$ cat config.mk
export PLATFORM = sky130hd
export DESIGN_NAME = obi_monitor_top
export DESIGN_NICKNAME = d
export VERILOG_FILES = /design/src/design/monitor_pkg.sv /design/src/design/obi_pkg.sv /design/src/design/obi_monitor_top.sv /design/src/design/monitor_status.sv /design/src/design/monitor_config.sv /design/src/design/obi_port_checker.sv
export SDC_FILE = /design/constraint.sdc
export NUM_CORES = 1
export LEC_CHECK = 0
export ABC_CLOCK_PERIOD_IN_PS = 3600
export BUFFER_PORTS_ARGS = -buffer_cell sky130_fd_sc_hd__buf_4
export CORE_ASPECT_RATIO = 1.5
export CORE_UTILIZATION = 50
export DETAILED_ROUTE_END_ITERATION = 8
export HOLD_SLACK_MARGIN = 0.1
export PLACE_DENSITY_LB_ADDON = 0.25
export SETUP_SLACK_MARGIN = 0.05
export SLEW_MARGIN = 25
export SYNTH_ARGS = -nofsm -noshare
export SYNTH_HDL_FRONTEND = slang
export SYNTH_HIERARCHICAL = 1
export SYNTH_SLANG_ARGS = --single-unit
$ cat constraint.sdc
create_clock -name clk -period 3.6 [get_ports clk]
set_input_delay 0.72 -clock clk [delete_from_list [all_inputs] [get_ports clk]]
set_output_delay 0.72 -clock clk [all_outputs]
set_load 0.01 [all_outputs]
$ cat src/design/monitor_pkg.sv
// Monitor register map
`default_nettype none

package monitor_pkg;

  // Number of observed OBI ports
  localparam int unsigned NUM_PORTS = 4;

  typedef logic [NUM_PORTS-1:0] port_mask_t;

  // -------------------------------------------------------------------
  // AXI4-Lite slave widths
  // -------------------------------------------------------------------

  typedef logic [7:0]  axil_addr_t;
  typedef logic [31:0] axil_data_t;
  typedef logic [3:0]  axil_strb_t;

  // Violation cycles seen on one port, held at the top value
  typedef logic [7:0]  event_count_t;
  localparam event_count_t COUNT_MAX = 8'hFF;

  // -------------------------------------------------------------------
  // Register offsets
  // -------------------------------------------------------------------

  localparam axil_addr_t REG_PORT_EN     = 8'h00;
  localparam axil_addr_t REG_RULE_MASK   = 8'h04;
  localparam axil_addr_t REG_CLEAR       = 8'h08;
  localparam axil_addr_t REG_STATUS_BASE = 8'h10;

  // One status word per port
  localparam int unsigned STATUS_STRIDE    = 4;

  // Counter field in a status word, sticky rule bits start at bit 0
  localparam int unsigned STATUS_COUNT_LSB = 8;

  // AXI response codes
  typedef logic [1:0] resp_t;
  localparam resp_t RESP_OKAY   = 2'b00;
  localparam resp_t RESP_SLVERR = 2'b10;

endpackage

`default_nettype wire

$ cat src/design/obi_pkg.sv
// OBI port definitions
`default_nettype none

package obi_pkg;

  // -------------------------------------------------------------------
  // OBI 1.1 port widths
  // -------------------------------------------------------------------

  // Byte address as seen on the A channel
  typedef logic [31:0] obi_addr_t;
  typedef logic [31:0] obi_data_t;

  // One enable per data byte
  typedef logic [3:0]  obi_be_t;

  // Accepted address phases still waiting for rvalid
  typedef logic [3:0]  outstanding_t;

  // -------------------------------------------------------------------
  // Checked rules
  // -------------------------------------------------------------------

  localparam int unsigned NUM_RULES = 6;

  typedef logic [NUM_RULES-1:0] rule_vec_t;

  // Bit positions in rule_vec_t
  localparam int unsigned RULE_STABLE     = 0;  // A-phase changed while waiting for gnt
  localparam int unsigned RULE_REQ_HOLD   = 1;  // req withdrawn before gnt
  localparam int unsigned RULE_R_BEFORE_A = 2;  // rvalid with nothing outstanding
  localparam int unsigned RULE_BE_ZERO    = 3;  // write with no enable set
  localparam int unsigned RULE_BE_GAP     = 4;  // write enables not contiguous
  localparam int unsigned RULE_ADDR_BE    = 5;  // addr[1:0] against lowest enable

endpackage

`default_nettype wire
$ cat src/design/obi_monitor_top.sv
// OBI protocol monitor top
`timescale 1ns/100ps
`default_nettype none

module obi_monitor_top
  import obi_pkg::*;
  import monitor_pkg::*;
(
  input  logic                      clk,
  input  logic                      reset_n,

  // Observed OBI ports, one element per port
  input  logic      [NUM_PORTS-1:0] obi_req,
  input  logic      [NUM_PORTS-1:0] obi_gnt,
  input  obi_addr_t [NUM_PORTS-1:0] obi_addr,
  input  logic      [NUM_PORTS-1:0] obi_we,
  input  obi_be_t   [NUM_PORTS-1:0] obi_be,
  input  obi_data_t [NUM_PORTS-1:0] obi_wdata,
  input  logic      [NUM_PORTS-1:0] obi_rvalid,

  // AXI4-Lite slave
  input  axil_addr_t                awaddr,
  input  logic                      awvalid,
  output logic                      awready,
  input  axil_data_t                wdata,
  input  axil_strb_t                wstrb,
  input  logic                      wvalid,
  output logic                      wready,
  output resp_t                     bresp,
  output logic                      bvalid,
  input  logic                      bready,
  input  axil_addr_t                araddr,
  input  logic                      arvalid,
  output logic                      arready,
  output axil_data_t                rdata,
  output resp_t                     rresp,
  output logic                      rvalid,
  input  logic                      rready,

  output logic                      irq
);

  port_mask_t                port_en;
  rule_vec_t                 rule_mask;
  port_mask_t                clear;
  rule_vec_t [NUM_PORTS-1:0] violation;

  // Write side owns the enables and the clear strobes
  monitor_config u_config (
    .clk       (clk),
    .reset_n   (reset_n),
    .awaddr    (awaddr),
    .awvalid   (awvalid),
    .awready   (awready),
    .wdata     (wdata),
    .wstrb     (wstrb),
    .wvalid    (wvalid),
    .wready    (wready),
    .bresp     (bresp),
    .bvalid    (bvalid),
    .bready    (bready),
    .port_en   (port_en),
    .rule_mask (rule_mask),
    .clear     (clear)
  );

  // -------------------------------------------------------------------
  // One checker per port
  // -------------------------------------------------------------------

  for (genvar p = 0; p < NUM_PORTS; p++) begin : gen_checker
    obi_port_checker u_checker (
      .clk       (clk),
      .reset_n   (reset_n),
      .port_en   (port_en[p]),
      .req       (obi_req[p]),
      .gnt       (obi_gnt[p]),
      .addr      (obi_addr[p]),
      .we        (obi_we[p]),
      .be        (obi_be[p]),
      .wdata     (obi_wdata[p]),
      .rvalid    (obi_rvalid[p]),
      .violation (violation[p])
    );
  end

  // Read side collects the pulses
  monitor_status u_status (
    .clk       (clk),
    .reset_n   (reset_n),
    .violation (violation),
    .port_en   (port_en),
    .rule_mask (rule_mask),
    .clear     (clear),
    .araddr    (araddr),
    .arvalid   (arvalid),
    .arready   (arready),
    .rdata     (rdata),
    .rresp     (rresp),
    .rvalid    (rvalid),
    .rready    (rready),
    .irq       (irq)
  );

endmodule

`default_nettype wire

$ cat src/design/monitor_status.sv
// Violation status and read channel
`timescale 1ns/100ps
`default_nettype none

module monitor_status
  import obi_pkg::*;
  import monitor_pkg::*;
(
  input  logic                       clk,
  input  logic                       reset_n,
  input  rule_vec_t [NUM_PORTS-1:0]  violation,
  input  port_mask_t                 port_en,
  input  rule_vec_t                  rule_mask,
  input  port_mask_t                 clear,
  input  axil_addr_t                 araddr,
  input  logic                       arvalid,
  output logic                       arready,
  output axil_data_t                 rdata,
  output resp_t                      rresp,
  output logic                       rvalid,
  input  logic                       rready,
  output logic                       irq
);

  rule_vec_t    sticky [NUM_PORTS];
  event_count_t count  [NUM_PORTS];

  logic         irq_next;
  logic         ar_fire;
  axil_data_t   rd_data;
  resp_t        rd_resp;

  // -------------------------------------------------------------------
  // Sticky flags and counters
  // -------------------------------------------------------------------

  always_ff @(posedge clk or negedge reset_n) begin
    if (!reset_n) begin
      for (int p = 0; p < NUM_PORTS; p++) begin
        sticky[p] <= '0;
        count[p]  <= '0;
      end
    end else begin
      for (int p = 0; p < NUM_PORTS; p++) begin
        // Clear wins over a pulse in the same cycle
        if (clear[p]) begin
          sticky[p] <= '0;
          count[p]  <= '0;
        end else if (violation[p] != '0) begin
          sticky[p] <= sticky[p] | violation[p];
          // One count per cycle, however many rules fired
          if (count[p] != COUNT_MAX) begin
            count[p] <= count[p] + event_count_t'(1);
          end
        end
      end
    end
  end

  // Any enabled rule seen on any port
  always_comb begin
    irq_next = 1'b0;
    for (int p = 0; p < NUM_PORTS; p++) begin
      irq_next = irq_next | ((sticky[p] & rule_mask) != '0);
    end
  end

  always_ff @(posedge clk or negedge reset_n) begin
    if (!reset_n) begin
      irq <= 1'b0;
    end else begin
      irq <= irq_next;
    end
  end

  // -------------------------------------------------------------------
  // Read channel
  // -------------------------------------------------------------------

  // Address decode; REG_CLEAR is write-only and reads as zero
  always_comb begin
    rd_data = '0;
    rd_resp = RESP_SLVERR;
    if (araddr == REG_PORT_EN) begin
      rd_data = axil_data_t'(port_en);
      rd_resp = RESP_OKAY;
    end else if (araddr == REG_RULE_MASK) begin
      rd_data = axil_data_t'(rule_mask);
      rd_resp = RESP_OKAY;
    end else if (araddr == REG_CLEAR) begin
      rd_resp = RESP_OKAY;
    end
    for (int p = 0; p < NUM_PORTS; p++) begin
      if (araddr == axil_addr_t'(REG_STATUS_BASE + p * STATUS_STRIDE)) begin
        rd_data[NUM_RULES-1:0] = sticky[p];
        rd_data[STATUS_COUNT_LSB +: $bits(event_count_t)] = count[p];
        rd_resp = RESP_OKAY;
      end
    end
  end

  assign ar_fire = arvalid && arready;

  // arready mirrors !rvalid once out of reset
  always_ff @(posedge clk or negedge reset_n) begin
    if (!reset_n) begin
      arready <= 1'b0;
      rvalid  <= 1'b0;
    end else if (ar_fire) begin
      arready <= 1'b0;
      rvalid  <= 1'b1;
    end else if (rvalid && rready) begin
      arready <= 1'b1;
      rvalid  <= 1'b0;
    end else if (!rvalid) begin
      arready <= 1'b1;
    end
  end

  // Read payload captured at acceptance
  always_ff @(posedge clk) begin
    if (ar_fire) begin
      rdata <= rd_data;
      rresp <= rd_resp;
    end
  end

endmodule

`default_nettype wire

$ cat src/design/monitor_config.sv
// Monitor write channel and configuration
`timescale 1ns/100ps
`default_nettype none

module monitor_config
  import obi_pkg::*;
  import monitor_pkg::*;
(
  input  logic       clk,
  input  logic       reset_n,
  input  axil_addr_t awaddr,
  input  logic       awvalid,
  output logic       awready,
  input  axil_data_t wdata,
  input  axil_strb_t wstrb,
  input  logic       wvalid,
  output logic       wready,
  output resp_t      bresp,
  output logic       bvalid,
  input  logic       bready,
  output port_mask_t port_en,
  output rule_vec_t  rule_mask,
  output port_mask_t clear
);

  logic wr_start;
  logic wr_fire;
  logic wr_mapped;

  // -------------------------------------------------------------------
  // Write handshake
  // -------------------------------------------------------------------

  // Address and data taken together, never while a response is pending
  assign wr_start = awvalid && wvalid && !bvalid && !awready;
  assign wr_fire  = awready && awvalid && wvalid;

  // Status words and unused offsets are not writable
  assign wr_mapped = (awaddr == REG_PORT_EN) || (awaddr == REG_RULE_MASK) ||
                     (awaddr == REG_CLEAR);

  always_ff @(posedge clk or negedge reset_n) begin
    if (!reset_n) begin
      awready <= 1'b0;
      wready  <= 1'b0;
    end else begin
      // Single-cycle ready pulse
      awready <= wr_start;
      wready  <= wr_start;
    end
  end

  always_ff @(posedge clk or negedge reset_n) begin
    if (!reset_n) begin
      bvalid <= 1'b0;
      bresp  <= RESP_OKAY;
    end else if (wr_fire) begin
      bvalid <= 1'b1;
      bresp  <= wr_mapped ? RESP_OKAY : RESP_SLVERR;
    end else if (bready) begin
      bvalid <= 1'b0;
    end
  end

  // -------------------------------------------------------------------
  // Configuration registers
  // -------------------------------------------------------------------

  // Only byte lane 0 carries the fields
  always_ff @(posedge clk or negedge reset_n) begin
    if (!reset_n) begin
      port_en   <= '1;
      rule_mask <= '1;
    end else if (wr_fire && wstrb[0]) begin
      if (awaddr == REG_PORT_EN) begin
        port_en <= wdata[NUM_PORTS-1:0];
      end
      if (awaddr == REG_RULE_MASK) begin
        rule_mask <= wdata[NUM_RULES-1:0];
      end
    end
  end

  // Clear strobes are live in the handshake cycle and act on the write edge
  assign clear = (wr_fire && wstrb[0] && awaddr == REG_CLEAR) ?
                 wdata[NUM_PORTS-1:0] : '0;

endmodule

`default_nettype wire

$ cat src/design/obi_port_checker.sv
// OBI port rule checker
`timescale 1ns/100ps
`default_nettype none

module obi_port_checker
  import obi_pkg::*;
(
  input  logic      clk,
  input  logic      reset_n,
  input  logic      port_en,
  input  logic      req,
  input  logic      gnt,
  input  obi_addr_t addr,
  input  logic      we,
  input  obi_be_t   be,
  input  obi_data_t wdata,
  input  logic      rvalid,
  output rule_vec_t violation
);

  // -------------------------------------------------------------------
  // Previous cycle of the A channel
  // -------------------------------------------------------------------

  logic         prev_req;
  logic         prev_gnt;
  obi_addr_t    prev_addr;
  logic         prev_we;
  obi_be_t      prev_be;
  obi_data_t    prev_wdata;

  outstanding_t outstanding;
  rule_vec_t    viol_next;

  logic         a_accept;
  logic         wait_gnt;
  logic         a_changed;

  // Enables that form a single run of ones
  function automatic logic be_contiguous(input obi_be_t be_in);
    case (be_in)
      4'b0001, 4'b0011, 4'b0111, 4'b1111,
      4'b0010, 4'b0110, 4'b1110,
      4'b0100, 4'b1100,
      4'b1000: return 1'b1;
      default: return 1'b0;
    endcase
  endfunction

  // Byte lane of the lowest set enable
  function automatic logic [1:0] lowest_be_lane(input obi_be_t be_in);
    casez (be_in)
      4'b???1: return 2'd0;
      4'b??10: return 2'd1;
      4'b?100: return 2'd2;
      default: return 2'd3;
    endcase
  endfunction

  // Handshake bookkeeping; req is masked so a re-enabled port starts clean
  always_ff @(posedge clk or negedge reset_n) begin
    if (!reset_n) begin
      prev_req <= 1'b0;
      prev_gnt <= 1'b0;
    end else begin
      prev_req <= req && port_en;
      prev_gnt <= gnt;
    end
  end

  // A-phase fields only matter while prev_req is set
  always_ff @(posedge clk) begin
    prev_addr  <= addr;
    prev_we    <= we;
    prev_be    <= be;
    prev_wdata <= wdata;
  end

  // -------------------------------------------------------------------
  // Outstanding transaction model
  // -------------------------------------------------------------------

  assign a_accept = req && gnt;

  always_ff @(posedge clk or negedge reset_n) begin
    if (!reset_n) begin
      outstanding <= '0;
    end else if (!port_en) begin
      outstanding <= '0;
    end else if (a_accept && !rvalid) begin
      // Hold at the top rather than wrap
      if (outstanding != '1) begin
        outstanding <= outstanding + outstanding_t'(1);
      end
    end else if (!a_accept && rvalid && outstanding != '0) begin
      outstanding <= outstanding - outstanding_t'(1);
    end
  end

  // -------------------------------------------------------------------
  // Rule evaluation
  // -------------------------------------------------------------------

  // Last cycle had a request still waiting for its grant
  assign wait_gnt  = prev_req && !prev_gnt;
  assign a_changed = (addr != prev_addr) || (we != prev_we) ||
                     (be != prev_be) || (wdata != prev_wdata);

  always_comb begin
    viol_next = '0;
    viol_next[RULE_STABLE]     = wait_gnt && a_changed;
    viol_next[RULE_REQ_HOLD]   = wait_gnt && !req;
    // Also catches rvalid in the same cycle as the first grant
    viol_next[RULE_R_BEFORE_A] = rvalid && (outstanding == '0);
    viol_next[RULE_BE_ZERO]    = req && we && (be == '0);
    // Zero enables are left to RULE_BE_ZERO
    viol_next[RULE_BE_GAP]     = req && we && (be != '0) && !be_contiguous(be);
    viol_next[RULE_ADDR_BE]    = req && (be != '0) && (addr[1:0] != lowest_be_lane(be));
  end

  // One-cycle pulse, silent while the port is disabled
  always_ff @(posedge clk or negedge reset_n) begin
    if (!reset_n) begin
      violation <= '0;
    end else if (port_en) begin
      violation <= viol_next;
    end else begin
      violation <= '0;
    end
  end

endmodule

`default_nettype wire

* Word level (Yosys, flattened, before mapping)
Memory sizes are Yosys's and may differ from the RTL's. Cells that the tools add are included.
Word-level totals: register bits 431, memory bits (read-only) 64, output and inout bits 42, memories kept 4
Operators by class: add/subtract/negate cells 12, eq/ne operators 53, muxes and demuxes 64, bitwise logic cells 11, reduce and logical (&&, ||, !) cells 152
Memories:
- (no name shown) | depth 16, width 1, read ports 1, clocked after Yosys merged registers in 0, write ports 0, RTL line obi_port_checker.sv:41 | case (be_in)
- (no name shown) | depth 16, width 1, read ports 1, clocked after Yosys merged registers in 0, write ports 0, RTL line obi_port_checker.sv:41
- (no name shown) | depth 16, width 1, read ports 1, clocked after Yosys merged registers in 0, write ports 0, RTL line obi_port_checker.sv:41
- (no name shown) | depth 16, width 1, read ports 1, clocked after Yosys merged registers in 0, write ports 0, RTL line obi_port_checker.sv:41
Operators with widths (number):
- != test 32 bit | 8
- two-way mux 8 bit | 16
- two-way mux 6 bit | 17
- logical AND 1 bit | 69
- two-way mux 4 bit | 17
- nonzero test 6 bit | 8
- adder 8 x 1 -> 8 bit (second input constant) | 4
- equality test 8 x 5 -> 1 bit (second input constant) | 4
- logical NOT 4 bit | 8
- != test 8 bit (second input constant) | 4
- nonzero test 4 bit | 8
- AND 6 bit | 4
- OR 6 bit | 4
- one-hot mux 2 bit (3 select lines) | 4
- logical NOT 1 bit | 22
- AND reduction 2 bit | 10
- nonzero test 2 bit | 10
- adder 4 x 1 -> 4 bit (second input constant) | 4
- equality test 8 x 3 -> 1 bit (second input constant) | 2
- equality test 8 x 4 -> 1 bit (second input constant) | 2
- logical NOT 8 bit | 2
- two-way mux 16 bit | 1
- != test 4 bit | 4
- != test 4 bit (second input constant) | 4
- other kinds (12) | 56

* Logic depth before layout (Yosys ltp)
depth in word-level cells 7, depth in mapped cells 9, mapped depth without buffers 9

* Modules after synthesis
Netlist, hierarchy kept.
By module, submodules not included:
- obi_port_checker (gen_checker[2].u_checker ...) | times used 2, cells each 217, area an instance 2735.1 um^2, seq. area each 1681.6 um^2
- obi_port_checker (gen_checker[0].u_checker ...) | times used 2, cells each 215, area an instance 2721.4 um^2, seq. area each 1681.6 um^2
- monitor_status | times used 1, cells each 384, area an instance 3878.7 um^2, seq. area each 1926.8 um^2
- monitor_config | times used 1, cells each 49, area an instance 650.6 um^2, seq. area each 337.8 um^2

* Worst setup path after synthesis
No wires, ideal clock.
path kind input to register, from input port obi_req[2], to register gen_checker[2].u_checker.outstanding[3], library setup time 0.077 ns, arrival 2.124 ns, data required time 3.523 ns, setup slack 1.398 ns, cell stages on the path 9, buffers on the path 0, cell sequence nand2_1 nor2_4 inv_1 ha_1 a21o_1 a21oi_1 xnor2_1 or3_1 a21oi_1
On the way: longest elaborated chain between the ends 6
RTL lines:
- from (decl) | RTL line obi_monitor_top.sv:13 | input logic [NUM_PORTS-1:0] obi_req,
- logical AND 1 bit (*) | RTL line obi_port_checker.sv:83 | assign a_accept = req && gnt;
- logical NOT 1 bit | RTL line obi_port_checker.sv:95 | end else if (!a_accept && rvalid && outstanding != '0) begin
- logical AND 1 bit (2 in series) | RTL line obi_port_checker.sv:95
- != test 3 x 1 -> 1 bit (no source line)
- AND reduction 2 bit (no source line)
- to (signal assigned) | RTL line obi_port_checker.sv:93 | outstanding <= outstanding + outstanding_t'(1);
- to (signal assigned) | RTL line obi_port_checker.sv:96 | outstanding <= outstanding - outstanding_t'(1);
- to (decl) | RTL line obi_port_checker.sv:32 | outstanding_t outstanding;
Mark *: on every way between the ends. The rest lies on a longest branch, timed or not. A chain may end at the register's enable or synchronous reset.

* Worst setup path in the final report
Ends and elaborated chain as after synthesis.

==> implementation parameters <==
Parameter                              Value

Place
  Number of input and output port buffers inserted    339
  Total half-perimeter wirelength after legalization and detailed placement    24,700 µm
  Global placement routability congestion    0.834

Run
  Max_cap viols    0

Clock tree
  CTS resizes    0
  Clock tree from TritonCTS    built
  Total CTS buffers    39
  Clock net sink count    411
  CTS Root Buffer Type    sky130_fd_sc_hd__clkbuf_16
  Max clock buf depth    3
  CTS clk-pin slew, worst paths    60 ps
  Skew-Pair Late Insertion Delay    530 ps
  Number of post-CTS setup repair buffers    0
  Hold buffer count at cts    0
  Count of H-tree levels built during CTS    2

Timing
  Fmax    0.527 GHz
  Fin Clk Skew    18.0 ps
  Measured slew at the worst slew-check pin    792 ps
  Total negative setup slack    0 ps
  Count of pins over their slew limit    0
  Relative slew margins    0.472
  Final hold violation count    0
  Tcrit/Tclk final    0.527
  Minimum clock period after layout    1900 ps
  Final setup violating endpoints    0
  Setup repair after global routing missed its margin    no
  Tightest hold margin    254 ps

Synth
  Number of cells produced by synthesis    1,297
  Synthesis warning total    6
  Number of register bits inferred by synthesis    411
  Post-synth EDFFs    15
  Share of synthesized registers carrying an async set or reset    0.292
  Post-synthesis instance area    15,400 µm²
  Number of distinct library cells after synthesis    64
  Sequential fraction of the synthesis area    0.582
  Top FF cell, synth    sky130_fd_sc_hd__dfxtp_1
  Average cell area after synthesis    11.9 µm²

Global route
  Antenna violations before repair    0
  Largest net degree at the start of global routing    64
  Number of global-route vias before repair    11,000
  Overall track demand over capacity in global routing    0.207
  Wire length of the first global-routing pass    52,600 µm
  Overflow left after global routing    0

Die
  Die Footprint    31,600 µm²
  Starting density of the core    0.509
  Core Region    30,400 µm²
  I/O Pins    389
  Die Ht    217 µm
  Number of placement rows    78
  Chip width    145 µm

Final layout
  Synth-to-layout area growth    27.3%
  Sequential cell area    8990 µm²
  Filler cell count    2,401
  Antenna cells    0
  Nets@finish    2,022
  Combined area of the multi-input logic cells    6170 µm²
  Share of layout cells above drive strength 1    0.271

Routing
  Via count of the routed design    10,500
  Via density per instance    5.05
  DRC violation count after routing    0
  Wire length per cell    15.5 µm
  Number of nets still failing antenna checks after routing    0
  DRT iter0 DRCs    319
  Post-Route WL    32,300 µm
  Number of detailed-route iterations in the first pass    4

Status
  Run status    complete, no violations

Worst setup path
  Crit path kind    input pin to flop
  Startpoint Class    input pin
  Top fanout value on the critical path    5
  Critical Path Sink Type    flop
  Worst path arrival time    2350 ps
  Critical Path RT    4050 ps

Pwr
  Static Leakage    8.79 nW
  Worst voltage drop across the vdd grid    438 µV
  Total power divided by cell area    501 nW/µm²

Worst hold path
  Type of the worst min-delay path    input pin to asynchronous set/reset pin
## state kept, by name, indices dropped and copies added, names as in the netlist, 14 cells and up
name                               cells
gen_checker.u_checker/outstanding     16
gen_checker.u_checker/prev_addr      128
gen_checker.u_checker/prev_be         16
gen_checker.u_checker/prev_wdata     128
gen_checker.u_checker/violation       24
u_status/count                        32
u_status/rdata                        14
u_status/sticky                       24
## final timing paths
check / from / slack, ps / depth (start not counted) / endpoint
min: reset_n / 250 / 1 / gen_checker[3].u_checker/outstanding[3]$_DFFE_PN0P_
min reg2reg: u_config/bvalid$_DFFE_PN0P_ / 480 / 1 / u_config/wready$_DFF_PN0_
max reg2reg: u_status/count[16]$_DFFE_PN0P_ / 1720 / 5 / u_status/count[22]$_DFFE_PN0P_
max in group asynchronous: reset_n / 2500 / 2 / u_config/rule_mask[4]$_DFFE_PN1P_
max: obi_req[2] / 1700 / 10 / gen_checker[2].u_checker/outstanding[3]$_DFFE_PN0P_
min in group clk: obi_wdata[97] / 300 / 1 / gen_checker[3].u_checker/prev_wdata[1]$_DFF_P_
## critical path, cell delays in order
cell and delay, ps:
sky130_fd_sc_hd__buf_4 90, sky130_fd_sc_hd__nand2_1 90, sky130_fd_sc_hd__nor2_4 180, sky130_fd_sc_hd__inv_1 100
sky130_fd_sc_hd__ha_1 290, sky130_fd_sc_hd__a21o_1 180, sky130_fd_sc_hd__a21oi_1 160, sky130_fd_sc_hd__xnor2_1 90
sky130_fd_sc_hd__or3_1 310, sky130_fd_sc_hd__a21oi_1 140
## area by class of cell
cell class / count / area share
timing repair buffer: 340 / 0.130
clock buffer: 56 / 0.0618
clock inverter: 15 / 0.00662
inverter: 24 / 0.00458
tap: 400 / 0.0255
multi-input combinational: 843 / 0.314
sequential: 411 / 0.457
## logic make-up (layout without fill, tap and decap cells)
family | Yosys count | count (layout) | share of synthesized area
fa+ha+maj | 16 | 16 | 0.0149
other cells | 2 | 20 | 0.000486
simple gates | 351 | 351 | 0.128
mux | 38 | 38 | 0.0305
xor+xnor | 296 | 296 | 0.168
flops | 411 | 411 | 0.582
buf+inv | 61 | 435 | 0.0228
compound gates | 122 | 122 | 0.0529
## cell usage after synthesis, types with 3 or more instances
| library cell | number | share of area |
|---|---|---|
| sky130_fd_sc_hd__buf_6 | 5 | 0.0036 |
| sky130_fd_sc_hd__buf_4 | 21 | 0.010 |
| sky130_fd_sc_hd__ha_1 | 12 | 0.0097 |
| sky130_fd_sc_hd__a21o_1 | 3 | 0.0015 |
| sky130_fd_sc_hd__and3_1 | 9 | 0.0036 |
| sky130_fd_sc_hd__dfxtp_1 | 276 | 0.36 |
| sky130_fd_sc_hd__o22ai_1 | 20 | 0.0081 |
| sky130_fd_sc_hd__and3b_1 | 4 | 0.0023 |
| sky130_fd_sc_hd__and4_1 | 5 | 0.0028 |
| sky130_fd_sc_hd__o21ai_0 | 25 | 0.0081 |
| sky130_fd_sc_hd__mux2_2 | 10 | 0.0073 |
| sky130_fd_sc_hd__and2_1 | 13 | 0.0053 |
| sky130_fd_sc_hd__o41ai_1 | 6 | 0.0034 |
| sky130_fd_sc_hd__mux4_2 | 5 | 0.0073 |
| sky130_fd_sc_hd__a21oi_1 | 29 | 0.0094 |
| sky130_fd_sc_hd__xnor2_1 | 26 | 0.015 |
| sky130_fd_sc_hd__or4_1 | 14 | 0.0068 |
| sky130_fd_sc_hd__buf_2 | 5 | 0.0016 |
| sky130_fd_sc_hd__o21ai_1 | 3 | 0.00097 |
| sky130_fd_sc_hd__nor2_1 | 94 | 0.023 |
| sky130_fd_sc_hd__nand2_1 | 33 | 0.0080 |
| sky130_fd_sc_hd__dfstp_2 | 10 | 0.017 |
| sky130_fd_sc_hd__nand3b_1 | 6 | 0.0029 |
| sky130_fd_sc_hd__nand4_1 | 28 | 0.011 |
| sky130_fd_sc_hd__a211oi_1 | 8 | 0.0039 |
| sky130_fd_sc_hd__mux2i_1 | 22 | 0.014 |
| sky130_fd_sc_hd__or3_1 | 17 | 0.0069 |
| sky130_fd_sc_hd__o31ai_1 | 10 | 0.0049 |
| sky130_fd_sc_hd__nor2b_1 | 7 | 0.0028 |
| sky130_fd_sc_hd__clkbuf_1 | 6 | 0.0015 |
| sky130_fd_sc_hd__dfrtp_1 | 110 | 0.18 |
| sky130_fd_sc_hd__xor2_1 | 270 | 0.15 |
| sky130_fd_sc_hd__edfxtp_1 | 15 | 0.029 |
| sky130_fd_sc_hd__nand3_1 | 15 | 0.0049 |
| sky130_fd_sc_hd__nor3_1 | 15 | 0.0049 |
| sky130_fd_sc_hd__inv_1 | 24 | 0.0058 |
| sky130_fd_sc_hd__fa_1 | 4 | 0.0052 |
| sky130_fd_sc_hd__nor4_1 | 70 | 0.028 |
## layer usage
| metal | track usage | part of all wire |
|---|---|---|
| met1 | 0.221 | 0.37 |
| met2 | 0.390 | 0.54 |
| met3 | 0.0524 | 0.060 |
| met4 | 0.0758 | 0.027 |
| met5 | 0 | 0 |
## stage by stage
stage | util | power [mW] | cells | cell area [µm²] | setup slack (ps)
after floorplan | - | 5.29 | 1315 | 15500 | 1400
after CTS | 0.648 | 10.0 | 2089 | 19700 | 1720
after detailed placement | 0.603 | 5.74 | 2018 | 18300 | 1140
after global placement | 0.603 | 5.71 | 2018 | 18300 | 1210
after global routing | 0.648 | 10.3 | 2089 | 19700 | 1530
final | 0.648 | 9.85 | 2089 | 19700 | 1700
## power by group
part	internal (mW)	switching [mW]	leakage (nW)
logic	0.430	0.339	4.31
clock network	2.50	1.72	0.669
registers	4.79	0.0811	3.80
## placed cells by master, fill, tap and decap left out, drive strengths merged, types with 17 or more instances in the layout
master	Yosys	routed
nor2	96	96
xor2	270	270
buf	31	340
inv	24	25
clkbuf	6	56
dfrtp	110	110
o21ai	28	28
dfxtp	276	276
o22ai	20	20
nand2	35	35
conb	2	20
xnor2	26	26
a21oi	33	33
nand4	30	30
nor4	74	74
or3	17	17
mux2i	22	22
Note: power is estimated with default switching activity, not from simulation.
